<file path="src/cache_settings.svh">
`ifndef CACHE_SETTINGS_SVH
`define CACHE_SETTINGS_SVH

// cache geometry
`define CACHE_LINES     8       // fully associative, one set
`define BLOCK_WORDS     4       // words per line

// core address and data
`define WORD_ADDR_BITS  16      // word address, not byte
`define DATA_BITS       32

// buffers toward memory
`define CMD_DEPTH       2
`define DATA_DEPTH      `BLOCK_WORDS    // one whole block each way

`endif

</file>
<file path="src/cache_pkg.sv">
`default_nettype none
`include "cache_settings.svh"

package cache_pkg;

	localparam int LINE_BITS = $clog2(`CACHE_LINES);
	localparam int WORD_BITS = $clog2(`BLOCK_WORDS);
	localparam int TAG_BITS  = `WORD_ADDR_BITS - WORD_BITS;   // no set bits

	typedef logic [LINE_BITS-1:0] line_idx_t;   // cache line number
	typedef logic [WORD_BITS-1:0] word_idx_t;   // word within a line
	typedef logic [TAG_BITS-1:0]  tag_t;

	// core request, sampled with core_req_i
	typedef struct packed {
		logic                       rw;     // 1 = store
		logic [`WORD_ADDR_BITS-1:0] addr;
		logic [`DATA_BITS-1:0]      data;   // store data
	} core_req_t;

	// single cycle event pulses
	typedef struct packed {
		logic hit;          // initial reference hit
		logic miss;
		logic writeback;    // dirty victim chosen
	} perf_flags_t;

endpackage

`default_nettype wire

</file>
<file path="src/mem_pkg.sv">
`default_nettype none
`include "cache_settings.svh"

package mem_pkg;

	// one word on the memory data paths
	typedef logic [`DATA_BITS-1:0] data_t;

	// block command toward memory
	// a read returns BLOCK_WORDS words, a write takes as many from the write buffer
	typedef struct packed {
		logic                       rw;     // 1 = block write
		logic [`WORD_ADDR_BITS-1:0] addr;   // block base, word bits zero
	} mem_cmd_t;

endpackage

`default_nettype wire

</file>
<file path="src/buffer_fifo.sv">
`timescale 1ns/1ps
`default_nettype none

module buffer_fifo #(
	parameter type payload_t = logic [7:0],
	parameter int  DEPTH     = 2
)(
	input  wire      clock_i,
	input  wire      resetn_i,
	input  wire      push_i,        // dropped while full
	input  wire payload_t push_data_i,
	output logic     full_o,
	input  wire      pop_i,         // ignored while empty
	output payload_t pop_data_o,
	output logic     empty_o
);
	localparam int PTR_BITS = (DEPTH > 1) ? $clog2(DEPTH) : 1;

	payload_t            mem [DEPTH];
	logic [PTR_BITS-1:0] wr_ptr;
	logic [PTR_BITS-1:0] rd_ptr;
	logic [PTR_BITS:0]   count;
	logic                do_push;
	logic                do_pop;

	assign full_o     = (count == DEPTH);
	assign empty_o    = (count == 0);
	assign do_push    = push_i && !full_o;
	assign do_pop     = pop_i && !empty_o;
	assign pop_data_o = mem[rd_ptr];    // head shows without a pop

	// ------------------------------------------------------------------
	// pointers and fill level
	// ------------------------------------------------------------------
	always_ff @(posedge clock_i) begin
		if (!resetn_i) begin
			wr_ptr <= '0;
			rd_ptr <= '0;
			count  <= '0;
		end else begin
			if (do_push)
				wr_ptr <= (wr_ptr == PTR_BITS'(DEPTH - 1)) ? '0 : wr_ptr + 1'b1;
			if (do_pop)
				rd_ptr <= (rd_ptr == PTR_BITS'(DEPTH - 1)) ? '0 : rd_ptr + 1'b1;
			case ({do_push, do_pop})
				2'b10:   count <= count + 1'b1;
				2'b01:   count <= count - 1'b1;
				default: ;                      // both or neither, level holds
			endcase
		end
	end

	always_ff @(posedge clock_i) begin
		if (do_push)
			mem[wr_ptr] <= push_data_i;
	end

endmodule

`default_nettype wire

</file>
<file path="src/cache_controller.sv">
`timescale 1ns/1ps
`default_nettype none
`include "cache_settings.svh"

module cache_controller (
	input  wire                         clock_i,
	input  wire                         resetn_i,
	// core side
	input  wire                         core_req_i,
	input  wire cache_pkg::core_req_t   core_req_data_i,
	output logic                        core_done_o,
	// tag CAM
	input  wire                         cam_hit_i,
	input  wire cache_pkg::line_idx_t   cam_line_i,
	input  wire cache_pkg::tag_t        cam_tag_i,      // victim tag readback
	output logic                        cam_wren_o,
	output cache_pkg::line_idx_t        cam_line_o,
	output cache_pkg::tag_t             cam_tag_o,      // lookup and write tag
	// line RAM
	output logic                        ram_wren_o,
	output cache_pkg::line_idx_t        ram_line_o,
	output cache_pkg::word_idx_t        ram_word_o,
	output mem_pkg::data_t              ram_wdata_o,
	input  wire mem_pkg::data_t         ram_rdata_i,
	// buffers toward memory
	output logic                        cmd_push_o,
	output mem_pkg::mem_cmd_t           cmd_o,
	input  wire                         cmd_full_i,
	output logic                        wbuf_push_o,
	output mem_pkg::data_t              wbuf_data_o,
	input  wire                         wbuf_full_i,
	output logic                        rbuf_pop_o,
	input  wire mem_pkg::data_t         rbuf_data_i,
	input  wire                         rbuf_empty_i,
	output cache_pkg::perf_flags_t      perf_o
);
	import cache_pkg::*;
	import mem_pkg::*;

	typedef enum logic [2:0] {
		ST_NORMAL,              // hit check, replay after a fill
		ST_WAIT_COMMAND,        // queue the block read
		ST_CHOOSE_REPLACEMENT,
		ST_WRITE_BUFFER,        // dirty victim -> write buffer
		ST_READ_BUFFER          // read buffer -> line RAM
	} state_t;

	state_t                     state_reg;
	logic [`CACHE_LINES-1:0]    dirty_reg;
	logic                       req_flag_reg;       // replay pending
	core_req_t                  req_reg;            // missed request
	word_idx_t                  count_reg;          // words moved
	line_idx_t                  repl_ptr_reg;
	logic                       done_reg;
	logic                       wb_pending_reg;     // write command not yet queued
	logic [`WORD_ADDR_BITS-1:0] wb_addr_reg;
	perf_flags_t                perf_reg;

	core_req_t act_req;
	tag_t      act_tag;
	word_idx_t act_word;
	logic      new_req;
	logic      last_word;
	line_idx_t next_ptr;

	assign act_req   = req_flag_reg ? req_reg : core_req_data_i;
	assign act_tag   = act_req.addr[`WORD_ADDR_BITS-1:WORD_BITS];
	assign act_word  = act_req.addr[WORD_BITS-1:0];
	assign new_req   = core_req_i && done_reg;
	assign last_word = (count_reg == word_idx_t'(`BLOCK_WORDS - 1));
	assign next_ptr  = (repl_ptr_reg == line_idx_t'(`CACHE_LINES - 1)) ? '0
	                 : repl_ptr_reg + 1'b1;                 // round robin

	assign core_done_o = done_reg;
	assign perf_o      = perf_reg;

	// ------------------------------------------------------------------
	// CAM, RAM and buffer controls
	// ------------------------------------------------------------------
	always_comb begin
		cam_wren_o  = 1'b0;
		cam_line_o  = repl_ptr_reg;
		cam_tag_o   = act_tag;
		ram_wren_o  = 1'b0;
		ram_line_o  = cam_line_i;           // hit path
		ram_word_o  = act_word;
		ram_wdata_o = act_req.data;
		wbuf_push_o = 1'b0;
		wbuf_data_o = ram_rdata_i;
		rbuf_pop_o  = 1'b0;
		cmd_push_o  = wb_pending_reg && !cmd_full_i;    // writeback goes first
		cmd_o.rw    = 1'b1;
		cmd_o.addr  = wb_addr_reg;
		case (state_reg)
			ST_NORMAL: begin
				if ((new_req || req_flag_reg) && cam_hit_i)
					ram_wren_o = act_req.rw;    // store hit or store replay
			end
			ST_WAIT_COMMAND: begin
				if (!wb_pending_reg && !cmd_full_i) begin
					cmd_push_o = 1'b1;
					cmd_o.rw   = 1'b0;
					cmd_o.addr = {act_tag, {WORD_BITS{1'b0}}};
				end
			end
			ST_CHOOSE_REPLACEMENT: begin
				cam_line_o = next_ptr;          // victim tag ready next cycle
				ram_line_o = next_ptr;          // prime word 0
				ram_word_o = '0;
			end
			ST_WRITE_BUFFER: begin
				ram_line_o  = repl_ptr_reg;
				wbuf_push_o = !wbuf_full_i;
				// read ahead only when the current word leaves
				ram_word_o  = wbuf_push_o ? count_reg + 1'b1 : count_reg;
			end
			ST_READ_BUFFER: begin
				ram_line_o  = repl_ptr_reg;
				ram_word_o  = count_reg;
				ram_wdata_o = rbuf_data_i;
				rbuf_pop_o  = !rbuf_empty_i;
				ram_wren_o  = !rbuf_empty_i;
				cam_wren_o  = !rbuf_empty_i && last_word;   // tag with last word
			end
			default: ;
		endcase
	end

	// ------------------------------------------------------------------
	// state sequencing
	// ------------------------------------------------------------------
	always_ff @(posedge clock_i) begin
		if (!resetn_i) begin
			state_reg      <= ST_NORMAL;
			dirty_reg      <= '0;
			req_flag_reg   <= 1'b0;
			count_reg      <= '0;
			repl_ptr_reg   <= line_idx_t'(`CACHE_LINES - 1);   // first fill lands in line 0
			done_reg       <= 1'b1;
			wb_pending_reg <= 1'b0;
			perf_reg       <= '0;
		end else begin
			perf_reg <= '0;
			if (wb_pending_reg && cmd_push_o)
				wb_pending_reg <= 1'b0;
			case (state_reg)
				ST_NORMAL: begin
					if (new_req || req_flag_reg) begin
						if (cam_hit_i) begin
							perf_reg.hit <= !req_flag_reg;
							if (act_req.rw)
								dirty_reg[cam_line_i] <= 1'b1;
							req_flag_reg <= 1'b0;
							done_reg     <= 1'b1;   // replay result shows now
						end else begin
							perf_reg.miss <= 1'b1;
							req_flag_reg  <= 1'b1;
							done_reg      <= 1'b0;  // stall core
							state_reg     <= ST_WAIT_COMMAND;
						end
					end
				end
				ST_WAIT_COMMAND: begin
					if (!wb_pending_reg && !cmd_full_i)
						state_reg <= ST_CHOOSE_REPLACEMENT;
				end
				ST_CHOOSE_REPLACEMENT: begin
					repl_ptr_reg <= next_ptr;
					if (dirty_reg[next_ptr]) begin
						perf_reg.writeback <= 1'b1;
						state_reg          <= ST_WRITE_BUFFER;
					end else begin
						state_reg <= ST_READ_BUFFER;      // clean victim, just overwrite
					end
				end
				ST_WRITE_BUFFER: begin
					if (wbuf_push_o) begin
						count_reg <= last_word ? '0 : count_reg + 1'b1;
						if (last_word) begin
							dirty_reg[repl_ptr_reg] <= 1'b0;
							wb_pending_reg          <= 1'b1;
							state_reg               <= ST_READ_BUFFER;
						end
					end
				end
				ST_READ_BUFFER: begin
					if (rbuf_pop_o) begin
						count_reg <= last_word ? '0 : count_reg + 1'b1;
						if (last_word)
							state_reg <= ST_NORMAL;     // replay from here
					end
				end
				default: state_reg <= ST_NORMAL;
			endcase
		end
	end

	// request and writeback address, payload only
	always_ff @(posedge clock_i) begin
		if ((state_reg == ST_NORMAL) && new_req && !cam_hit_i)
			req_reg <= core_req_data_i;
		if ((state_reg == ST_WRITE_BUFFER) && wbuf_push_o && last_word)
			wb_addr_reg <= {cam_tag_i, {WORD_BITS{1'b0}}};  // victim block base
	end

endmodule

`default_nettype wire

</file>
<file path="src/cache_line_ram.sv">
`timescale 1ns/1ps
`default_nettype none
`include "cache_settings.svh"

module cache_line_ram (
	input  wire                       clock_i,
	input  wire                       wren_i,
	input  wire cache_pkg::line_idx_t line_i,
	input  wire cache_pkg::word_idx_t word_i,
	input  wire mem_pkg::data_t       wdata_i,
	output mem_pkg::data_t            rdata_o
);
	import cache_pkg::*;
	import mem_pkg::*;

	data_t                          mem [`CACHE_LINES * `BLOCK_WORDS];
	logic [LINE_BITS+WORD_BITS-1:0] addr;

	assign addr = {line_i, word_i};     // line major, words of a block adjacent

	// registered read, old data on a same cycle write
	always_ff @(posedge clock_i) begin
		if (wren_i)
			mem[addr] <= wdata_i;
		rdata_o <= mem[addr];
	end

endmodule

`default_nettype wire

</file>
<file path="src/cache_top.sv">
`timescale 1ns/1ps
`default_nettype none
`include "cache_settings.svh"

module cache_top (
	input  wire                       clock_i,
	input  wire                       resetn_i,
	// core side
	input  wire                       core_req_i,
	input  wire cache_pkg::core_req_t core_req_data_i,
	output logic                      core_done_o,
	output mem_pkg::data_t            core_data_o,
	// memory side
	input  wire                       mem_ready_i,
	output logic                      mem_cmd_valid_o,
	output mem_pkg::mem_cmd_t         mem_cmd_o,
	output logic                      mem_wdata_valid_o,
	output mem_pkg::data_t            mem_wdata_o,
	input  wire                       mem_wdata_ack_i,
	input  wire                       mem_rdata_valid_i,
	input  wire mem_pkg::data_t       mem_rdata_i,
	// events
	output cache_pkg::perf_flags_t    perf_o
);
	import cache_pkg::*;
	import mem_pkg::*;

	// ------------------------------------------------------------------
	// internal wiring
	// ------------------------------------------------------------------
	logic      cam_hit, cam_wren;
	line_idx_t cam_hit_line, cam_line;
	tag_t      cam_rd_tag, cam_tag;

	logic      ram_wren;
	line_idx_t ram_line;
	word_idx_t ram_word;
	data_t     ram_wdata, ram_rdata;

	logic      cmd_push, cmd_full, cmd_empty;
	mem_cmd_t  cmd_data;
	logic      wbuf_push, wbuf_full, wbuf_empty;
	data_t     wbuf_data;
	logic      rbuf_pop, rbuf_empty;
	data_t     rbuf_data;

	assign core_data_o       = ram_rdata;     // loads come straight off the RAM
	assign mem_cmd_valid_o   = !cmd_empty;
	assign mem_wdata_valid_o = !wbuf_empty;

	cache_controller controller (
		.clock_i(clock_i), .resetn_i(resetn_i),
		.core_req_i(core_req_i), .core_req_data_i(core_req_data_i), .core_done_o(core_done_o),
		.cam_hit_i(cam_hit), .cam_line_i(cam_hit_line), .cam_tag_i(cam_rd_tag),
		.cam_wren_o(cam_wren), .cam_line_o(cam_line), .cam_tag_o(cam_tag),
		.ram_wren_o(ram_wren), .ram_line_o(ram_line), .ram_word_o(ram_word),
		.ram_wdata_o(ram_wdata), .ram_rdata_i(ram_rdata),
		.cmd_push_o(cmd_push), .cmd_o(cmd_data), .cmd_full_i(cmd_full),
		.wbuf_push_o(wbuf_push), .wbuf_data_o(wbuf_data), .wbuf_full_i(wbuf_full),
		.rbuf_pop_o(rbuf_pop), .rbuf_data_i(rbuf_data), .rbuf_empty_i(rbuf_empty),
		.perf_o(perf_o)
	);

	// one tag drives lookup and write, one line drives write and readback
	tag_cam cam (
		.clock_i(clock_i), .resetn_i(resetn_i),
		.lookup_tag_i(cam_tag), .hit_o(cam_hit), .hit_line_o(cam_hit_line),
		.wren_i(cam_wren), .wr_line_i(cam_line), .wr_tag_i(cam_tag),
		.rd_line_i(cam_line), .rd_tag_o(cam_rd_tag)
	);

	cache_line_ram ram (
		.clock_i(clock_i), .wren_i(ram_wren), .line_i(ram_line), .word_i(ram_word),
		.wdata_i(ram_wdata), .rdata_o(ram_rdata)
	);

	// ------------------------------------------------------------------
	// buffers toward memory
	// ------------------------------------------------------------------
	buffer_fifo #(.payload_t(mem_cmd_t), .DEPTH(`CMD_DEPTH)) cmd_fifo (
		.clock_i(clock_i), .resetn_i(resetn_i),
		.push_i(cmd_push), .push_data_i(cmd_data), .full_o(cmd_full),
		.pop_i(mem_ready_i), .pop_data_o(mem_cmd_o), .empty_o(cmd_empty)
	);

	buffer_fifo #(.payload_t(data_t), .DEPTH(`DATA_DEPTH)) wdata_fifo (
		.clock_i(clock_i), .resetn_i(resetn_i),
		.push_i(wbuf_push), .push_data_i(wbuf_data), .full_o(wbuf_full),
		.pop_i(mem_wdata_ack_i), .pop_data_o(mem_wdata_o), .empty_o(wbuf_empty)
	);

	// one read outstanding at a time, a block always fits
	buffer_fifo #(.payload_t(data_t), .DEPTH(`DATA_DEPTH)) rdata_fifo (
		.clock_i(clock_i), .resetn_i(resetn_i),
		.push_i(mem_rdata_valid_i), .push_data_i(mem_rdata_i), .full_o(),
		.pop_i(rbuf_pop), .pop_data_o(rbuf_data), .empty_o(rbuf_empty)
	);

endmodule

`default_nettype wire

</file>
<file path="src/tag_cam.sv">
`timescale 1ns/1ps
`default_nettype none
`include "cache_settings.svh"

module tag_cam (
	input  wire                  clock_i,
	input  wire                  resetn_i,
	// associative lookup
	input  wire cache_pkg::tag_t lookup_tag_i,
	output logic                 hit_o,
	output cache_pkg::line_idx_t hit_line_o,
	// tag write on fill
	input  wire                  wren_i,
	input  wire cache_pkg::line_idx_t wr_line_i,
	input  wire cache_pkg::tag_t wr_tag_i,
	// victim tag readback
	input  wire cache_pkg::line_idx_t rd_line_i,
	output cache_pkg::tag_t      rd_tag_o
);
	import cache_pkg::*;

	tag_t                    tags [`CACHE_LINES];
	logic [`CACHE_LINES-1:0] valid;

	// match against every line at once, at most one can hit
	always_comb begin
		hit_o      = 1'b0;
		hit_line_o = '0;
		for (int i = 0; i < `CACHE_LINES; i++) begin
			if (valid[i] && (tags[i] == lookup_tag_i)) begin
				hit_o      = 1'b1;
				hit_line_o = line_idx_t'(i);
			end
		end
	end

	always_ff @(posedge clock_i) begin
		if (!resetn_i)
			valid <= '0;                    // empty cache
		else if (wren_i)
			valid[wr_line_i] <= 1'b1;
	end

	always_ff @(posedge clock_i) begin
		if (wren_i)
			tags[wr_line_i] <= wr_tag_i;
		rd_tag_o <= tags[rd_line_i];        // one cycle readback
	end

endmodule

`default_nettype wire

</file>
<file path="config.mk">
export PLATFORM = sky130hd
export DESIGN_NAME = cache_top
export DESIGN_NICKNAME = d
export VERILOG_FILES = /design/src/cache_pkg.sv /design/src/mem_pkg.sv /design/src/buffer_fifo.sv /design/src/cache_controller.sv /design/src/cache_line_ram.sv /design/src/cache_top.sv /design/src/tag_cam.sv
export VERILOG_INCLUDE_DIRS = /design/src /design/src/src
export SDC_FILE = /design/constraint.sdc
export NUM_CORES = 2
export LEC_CHECK = 0
export BUFFER_PORTS_ARGS = -buffer_cell sky130_fd_sc_hd__buf_2
export CORE_UTILIZATION = 50
export CTS_CLUSTER_DIAMETER = 200
export DETAILED_ROUTE_END_ITERATION = 10
export GPL_TIMING_DRIVEN = 0
export PLACE_DENSITY = 0.66
export SKIP_LAST_GASP = 1
export SYNTH_ARGS = -nofsm -noshare
export SYNTH_HDL_FRONTEND = slang
export SYNTH_SLANG_ARGS = --single-unit
</file>
<file path="constraint.sdc">
create_clock -name clock_i -period 19 [get_ports clock_i]
set_input_delay 0 -clock clock_i [delete_from_list [all_inputs] [get_ports clock_i]]
set_output_delay 0 -clock clock_i [all_outputs]
set_load 0.01 [all_outputs]
</file>
# After elaboration in Yosys (flattened, before gate mapping)

Memory sizes are Yosys's and may differ from the RTL's. A register that Yosys moved wholly into a read port is not among the register bits.
Cells that the tools add are included.

Register bits: 111
Memory bits (writable): 1426
Input port bits: 87
Output and inout bits: 87
Logic and storage cells: 234
Memories: 5

Add/subtract/negate cells: 14
Magnitude comparators: 7
Equal/unequal tests: 36
Muxes and demuxes: 90
Bitwise gates (word level): 4
Reduce and logical (&&, ||, !) cells: 54

Memories:

| memory         | words | width | rd ports | clocked after memory_dff | write ports | line                 | RTL |
|---|---|---|---|---|---|---|---|
| ram.mem        | 32    | 32    | 1        | 1                        | 1           | cache_line_ram.sv:16 | `` data_t mem [`CACHE_LINES * `BLOCK_WORDS]; `` |
| rdata_fifo.mem | 4     | 32    | 1        | 1                        | 1           | buffer_fifo.sv:19    | `payload_t mem [DEPTH];` |
| wdata_fifo.mem | 4     | 32    | 1        | 1                        | 1           | buffer_fifo.sv:19    |  |
| cam.tags       | 8     | 14    | 9        | 1                        | 1           | tag_cam.sv:22        | `` tag_t tags [`CACHE_LINES]; `` |
| cmd_fifo.mem   | 2     | 17    | 1        | 1                        | 1           | buffer_fifo.sv:19    |  |

Operators with widths:

| operator              | count |
|---|---|
| $eq A14 B14 Y1        | 8 |
| $mux W49              | 1 |
| $mux W3               | 14 |
| $mux W1               | 40 |
| $mux W8               | 5 |
| $mux W17              | 2 |
| $mux W32              | 1 |
| $mux W2               | 14 |
| $logic_and A1 B1 Y1   | 27 |
| $eq A2 B2 Y1 const B  | 9 |
| $pmux W3 S2           | 3 |
| $lt A3 B4 Y1 const B  | 4 |
| $ne A2 B1 Y1 const B  | 8 |
| $or A8 B8 Y8          | 2 |
| $pmux W8 S2           | 1 |
| $pmux W3 S5           | 1 |
| $add A2 B1 Y2 const B | 6 |
| $eq A3 B3 Y1 const B  | 4 |
| $reduce_bool A2 Y1    | 5 |
| $add A3 B1 Y3 const B | 3 |
| $demux W1 S3          | 3 |
| $ge A3 B1 Y1 const B  | 3 |
| $logic_not A1 Y1      | 9 |
| $logic_not A3 Y1      | 3 |
| 21 further kinds      | 29 |

# Depth between registers and ports, before layout

Word-level depth: 19
Gate-level depth with buffers: 15
Gate-level depth less buffers: 12

# By module

A second synthesis with hierarchy kept.

Cell total of the unflattened synthesis: 3438
Area total of the unflattened synthesis: 62366.1 µm²

By module, submodules not included:

| module                       | instances | cells an instance | area each (µm²) | seq. area each (µm²) |
|---|---|---|---|---|
| cache_line_ram               | 1         | 2107              | 39743.1         | 31390.1 |
| buffer_fifo (rdata_fifo ...) | 2         | 223               | 5152.4          | 4023.9 |
| tag_cam                      | 1         | 381               | 6185.9          | 3803.6 |
| cache_controller             | 1         | 423               | 4665.7          | 2332.2 |
| buffer_fifo (cmd_fifo)       | 1         | 79                | 1458.9          | 1121.1 |
| cache_top                    | 1         | 2                 | 7.5             | 0.0 |

# Least setup slack after synthesis

Ideal clock, no wire load.

Path type: register to register
Start: reg controller.req_flag_reg
End: reg controller.req_reg[0] (netlist bit) (enable)
Setup time: 577 ps
Arrival time: 6895 ps
Data required time: 18423 ps
Path slack: 11528 ps
Stages on the path, launching flop included: 11
Path buffers: 2
Period minus slack after synthesis: 7472 ps
Path through: dfxtp_1 -> buf_6 -> buf_6 -> mux2i_4 -> xor2_1 -> and4_1 -> nand4_1 -> nand4_1 -> nor2_1 -> inv_1 -> nor4_1

Cells in the longest elaborated chain, start to end: 13
Elaborated cells between the ends (all ways): 27
Classes of those cells: 8 x eq/ne; 9 x mux; 10 x reduce/logical

Ends and longest elaborated chain:

| element                | line                    | RTL |
|---|---|---|
| start, declared        | cache_controller.sv:50  | `logic req_flag_reg;` |
| start signal, assigned | cache_controller.sv:136 | `req_flag_reg <= 1'b0;` |
| start signal, assigned | cache_controller.sv:153 | `req_flag_reg <= 1'b0;` |
| start signal, assigned | cache_controller.sv:157 | `req_flag_reg <= 1'b1;` |
| $mux W49 *             | cache_controller.sv:66  | `assign act_req = req_flag_reg ? req_reg : core_req_data_i;` |
| $eq A14 B14 Y1         | tag_cam.sv:30           | `if (valid[i] && (tags[i] == lookup_tag_i)) begin` |
| $logic_and A1 B1 Y1    | tag_cam.sv:30           |  |
| $mux W1 (7 in a row)   | tag_cam.sv:30           |  |
| $mux W1 *              | tag_cam.sv:30           |  |
| $logic_not A1 Y1 *     | cache_controller.sv:200 | `if ((state_reg == ST_NORMAL) && new_req && !cam_hit_i)` |
| $logic_and A1 B1 Y1 *  | cache_controller.sv:200 |  |
| end signal, assigned   | cache_controller.sv:201 | `req_reg <= core_req_data_i;` |
| end, declared          | cache_controller.sv:51  | `core_req_t req_reg;` |

Mark *: on every way between the ends. The rest lies on a longest branch, timed or not.
A chain may end at the register's enable or synchronous reset.

# Worst setup path after layout

Start: reg controller.req_flag_reg
End: mem ram.mem[2][15] (netlist bit) (enable)

Cells in the longest elaborated chain, start to end: 16
Elaborated cells between the ends (all ways): 40
Classes of those cells: 8 x eq/ne; 22 x mux; 10 x reduce/logical

Ends and longest elaborated chain:

| element                       | line                   | RTL |
|---|---|---|
| $mux W49                      | cache_controller.sv:66 |  |
| $eq A14 B14 Y1                | tag_cam.sv:30          |  |
| $logic_and A1 B1 Y1           | tag_cam.sv:30          |  |
| $mux W1 (8 in a row)          | tag_cam.sv:30          |  |
| $logic_and A1 B1 Y1           | cache_controller.sv:96 | `if ((new_req \|\| req_flag_reg) && cam_hit_i)` |
| $mux W1                       | cache_controller.sv:96 |  |
| $pmux W1 S2                   | cache_controller.sv:94 | `case (state_reg)` |
| $mux W1                       | cache_line_ram.sv:23   | `if (wren_i)` |
| $mux W1 (not written as such) | cache_line_ram.sv:24   | `mem[addr] <= wdata_i;` |
| end, declared                 | cache_line_ram.sv:16   |  |

Parallel ways exist; a longest one is shown, timed or not.

==> results.md <==
* Wire length per cell at 26.53 um
* Num Clock Sinks at 1,584
* Syn Inst Count at 4,495
* Cell Area, Synth at 63,050 um2
* Area Growth Syn to Fin at 18.94%
* Worst hold slack at 0.05414 ns
* Starting Density at 50.67%
* Slew Viols, Final at 0
* EDFF count, synth at 1,485
* Initial DRC count at approximately 5,300
* Worst skew pair latency at 0.80 ns
* DIE AREA at 127,500 um2
* Final instance area at ~75,000 um2
* Setup crit start kind: flip-flop
* Post-route ant nets at 0
* Flops & latches, synth at 1,584
* Hold endpoint: controller.req_reg[22]
* CTS tree: done
* Core ar. at 124,400 um2
* CP max stage cell: mux2i_2
* Peak supply drop at 0.1217 mV
* Vias in the first global route at 39,500
* Met2 Use GR at 43.92%
* Reg with most FFs: ram.mem
* Synth top area share at 70.72%
* Pint at 7.513 mW
* Sequential fraction of the synthesis area at 73.87%
* DRC viols at 0
* Syn. warnings at 0
* Type of the most critical hold path: input port to flip-flop
* Top cell by count, worst path: nand4_1
* Pwr/cell area at 162.7 nW/um2
* Arr. time, crit path at 6.80 ns
* Net Switching at 4.685 mW
* Placed wire-length estimate at around 120 mm
* Fillers at around 9,300
* Violated checks: capacitance limit
* Synth unique cells at 61
* Die height at 357.1 um
* Final Skew at 0.03567 ns
* Adder-Cell Fraction of Synth Area at 0.3810%
* Comb power frac at 37.5%
* Commonest non-fill, non-tap cells in the layout: 1,485 x edfxtp_1, 1,246 x nand2_1, 259 x and3_1
* Hold Path Origin: core_req_data_i[22]
* Port bufs at 171
* Fraction of the mapped netlist area in compound gates at around 5.5%
* CTS root buffer: clkbuf_16
* Final Setup Violations at 0
* GR Util met3 at under 10%
* Post-synthesis mux area share at under 10%
* Busiest grt layer: met2
* Synth Area in XOR/XNOR at approximately 1.7%
* Largest family of logic cells by synthesized area: simple AND/OR/NAND/NOR gates
* Sw Share at 38.41%
* Max clock buf depth at 3
* Drt total wl at 181.2 mm
* Die width at around 360 um
* Via count at 40,800
* Slew of the pin with the lowest slew margin at around 1.5 ns
* Tot Pwr at between 10 and 15 mW
* Clock power frac at 26.0%
* Fin nets at 5,172
* Leading area contributor after synthesis: edfxtp_1
* Simple-Gate Fraction of Synth Area at 12.39%
* P_leak at around 26 nW
* Std-Cell Rows at 129
* Cells along the critical path: buf_6 > mux2i_2 > xnor2_1 > nor4_1 > nand4_1 > nand4_1 > o31ai_1 > nor3_2 > o211ai_1 > nand2b_1 > nor2_4 > buf_16
* CTS H-tree lvls at 4
* Layout Cells excl Fill at 6,830
* Average vias per placed instance at roughly 6
* Worst R2R Setup Slack at 12.68 ns
* Top FF cell, synth: edfxtp_1
* Layout cells sized above 1 at between 10% and 20%
* Max reg flops at 1,024
* Ys async rst share at 0%
* Worst-path maximum fanout at 19
* Min-Delay Path Depth at 2
* Outcome: complete, but fails checks
* Crit path capture type: flip-flop
* Cells after DPL at 6,379
* Max Cap Violations at 1
* Placed inst area at about 70,000 um2
* First-pass GRT wire length at 261.8 mm
* I/O Pins at around 170
* Worst EP required at 19.48 ns
* Setup Crit Path Kind: flip-flop to flip-flop
* Achievable Freq at about 160 MHz
* Worst relative slew slack at 0.05810%
* Total CTS buffers at 160
* GR Util met1 at ~38%
* Pin count of the biggest net entering global routing at 33
* Period Utilization, post-route at 33.25%
* R2R cell count at 12
* Mean Syn Cell Area at about 14 um2
* Ranking of synthesized cells by area: edfxtp_1 71%, nand2_1 7.4%, dfxtp_1 3.1%, and3_1 2.6%, mux4_2 2.3%
* Crit path largest cell delay at 1.22 ns
* Seq pwr share at 36.4%
* Biggest regs: ram.mem (1024), rdata_fifo.mem (128), wdata_fifo.mem (128)
* Min cycle time layout at 6.317 ns
* Total Neg Setup Slack at 0 ns
* RSZ-0062 raised after global routing: no
* GP Congestion at 1.033
* R2R Path End: ram.mem[2][15]
* FF-to-FF Start: controller.req_flag_reg
* Total congestion overflow at 0
* Most common cell after layout, fill and taps aside: edfxtp_1
* Pre-antenna DRT Iters at 9
* Worst-path clk slew at about 0.06 ns
* Total track usage at 28.40%
* Initial antenna violation count at 15
* Fin. Hold Viols at 0
## Yosys cell counts, types with 52 or more instances
library cell and number:
mux4_2 65, a31oi_1 188, clkbuf_1 192, a21oi_1 54, o21ai_0 60, edfxtp_1 1485, nand2_1 1246, nand3_1 74
nor2_1 106, dfxtp_1 99, a311oi_1 76, and3_1 263, mux2i_1 67, xnor2_1 69, xor2_1 52
## cells by family after synthesis
family | count (synthesis)
multiplexers | 164
other | 1
flip-flops | 1584
buffers and inverters | 313
AND/OR/NAND/NOR | 1802
adder cells (fa/ha/maj) | 18
XOR/XNOR | 121
AO/OA/AOI/OAI | 492
## area by class of cell
cell class / instances / area [um2] / share of cell area [%]
diodes: 6 / 15.01 / 0.02002
plain buffers: 274 / 1137 / 1.517
clock buffers: 200 / 4350 / 5.801
clock inverters: 82 / 880.8 / 1.175
inverters: 39 / 146.4 / 0.1952
multi-input cells: 2599 / 15810 / 21.09
flip-flops and latches: 1584 / 46570 / 62.11
well taps: 1637 / 2048 / 2.731
repair buffers: 409 / 4024 / 5.366
## power by group through the flow
stage / combinational [mW] / sequential (mW) / clock (mW)
after floorplan: 2.39 / 4.53 / 0
after global placement: 4.17 / 4.60 / 0
after detailed placement: 4.45 / 4.52 / 0
after CTS: 4.50 / 4.44 / 3.20
after global routing: 4.82 / 4.46 / 3.32
final: 4.58 / 4.44 / 3.18
## routing by layer
layer,part of all wire [%],vias to the layer above,routed length (um)
met2,46,2191,82900
met3,10,413,18540
li1,-,17880,-
met1,39,20310,70850
met4,4.9,8,8861
met5,0.028,-,51
## critical path: cells and delay by family, from the launching register on
family,cells,cell delay [ns]
xor+xnor,1,0.13
mux,1,1.22
simple gates,6,3.10
flops,1,0.32
buf+inv,2,0.50
compound gates,2,0.68
## how the worst max path moves through the flow
| stage | end | cells after the start | start | slack, ns |
|---|---|---|---|---|
| after detailed placement | ram.mem[2][9] | 12 | controller.state_reg[0] | 12.93 |
| after global routing | ram.mem[16][22] | 12 | controller.req_flag_reg | 12.59 |
| after CTS | ram.mem[2][14] | 12 | controller.state_reg[0] | 12.89 |
| final | ram.mem[2][15] | 12 | controller.req_flag_reg | 12.68 |
| after global placement | controller.req_reg[7] | 9 | controller.req_flag_reg | 7.16 |
| after floorplan | controller.req_reg[0] | 10 | controller.req_flag_reg | 11.53 |
## per-stage QoR
step	setup WS (ns)	utilization, %
after floorplan	11.53	-
after global placement	7.159	53.00
after detailed placement	12.93	54.73
after CTS	12.89	60.25
after global routing	12.59	60.25
final	12.68	60.26
## timing repair
| action | in CTS | in global routing |
|---|---|---|
| hold endpoints to repair | 567 | 0 |
| setup buffers | 0 | 0 |
| gates resized for setup | 0 | 0 |
| hold buffers | 163 | 0 |
Power figures use the tool's default switching activity.
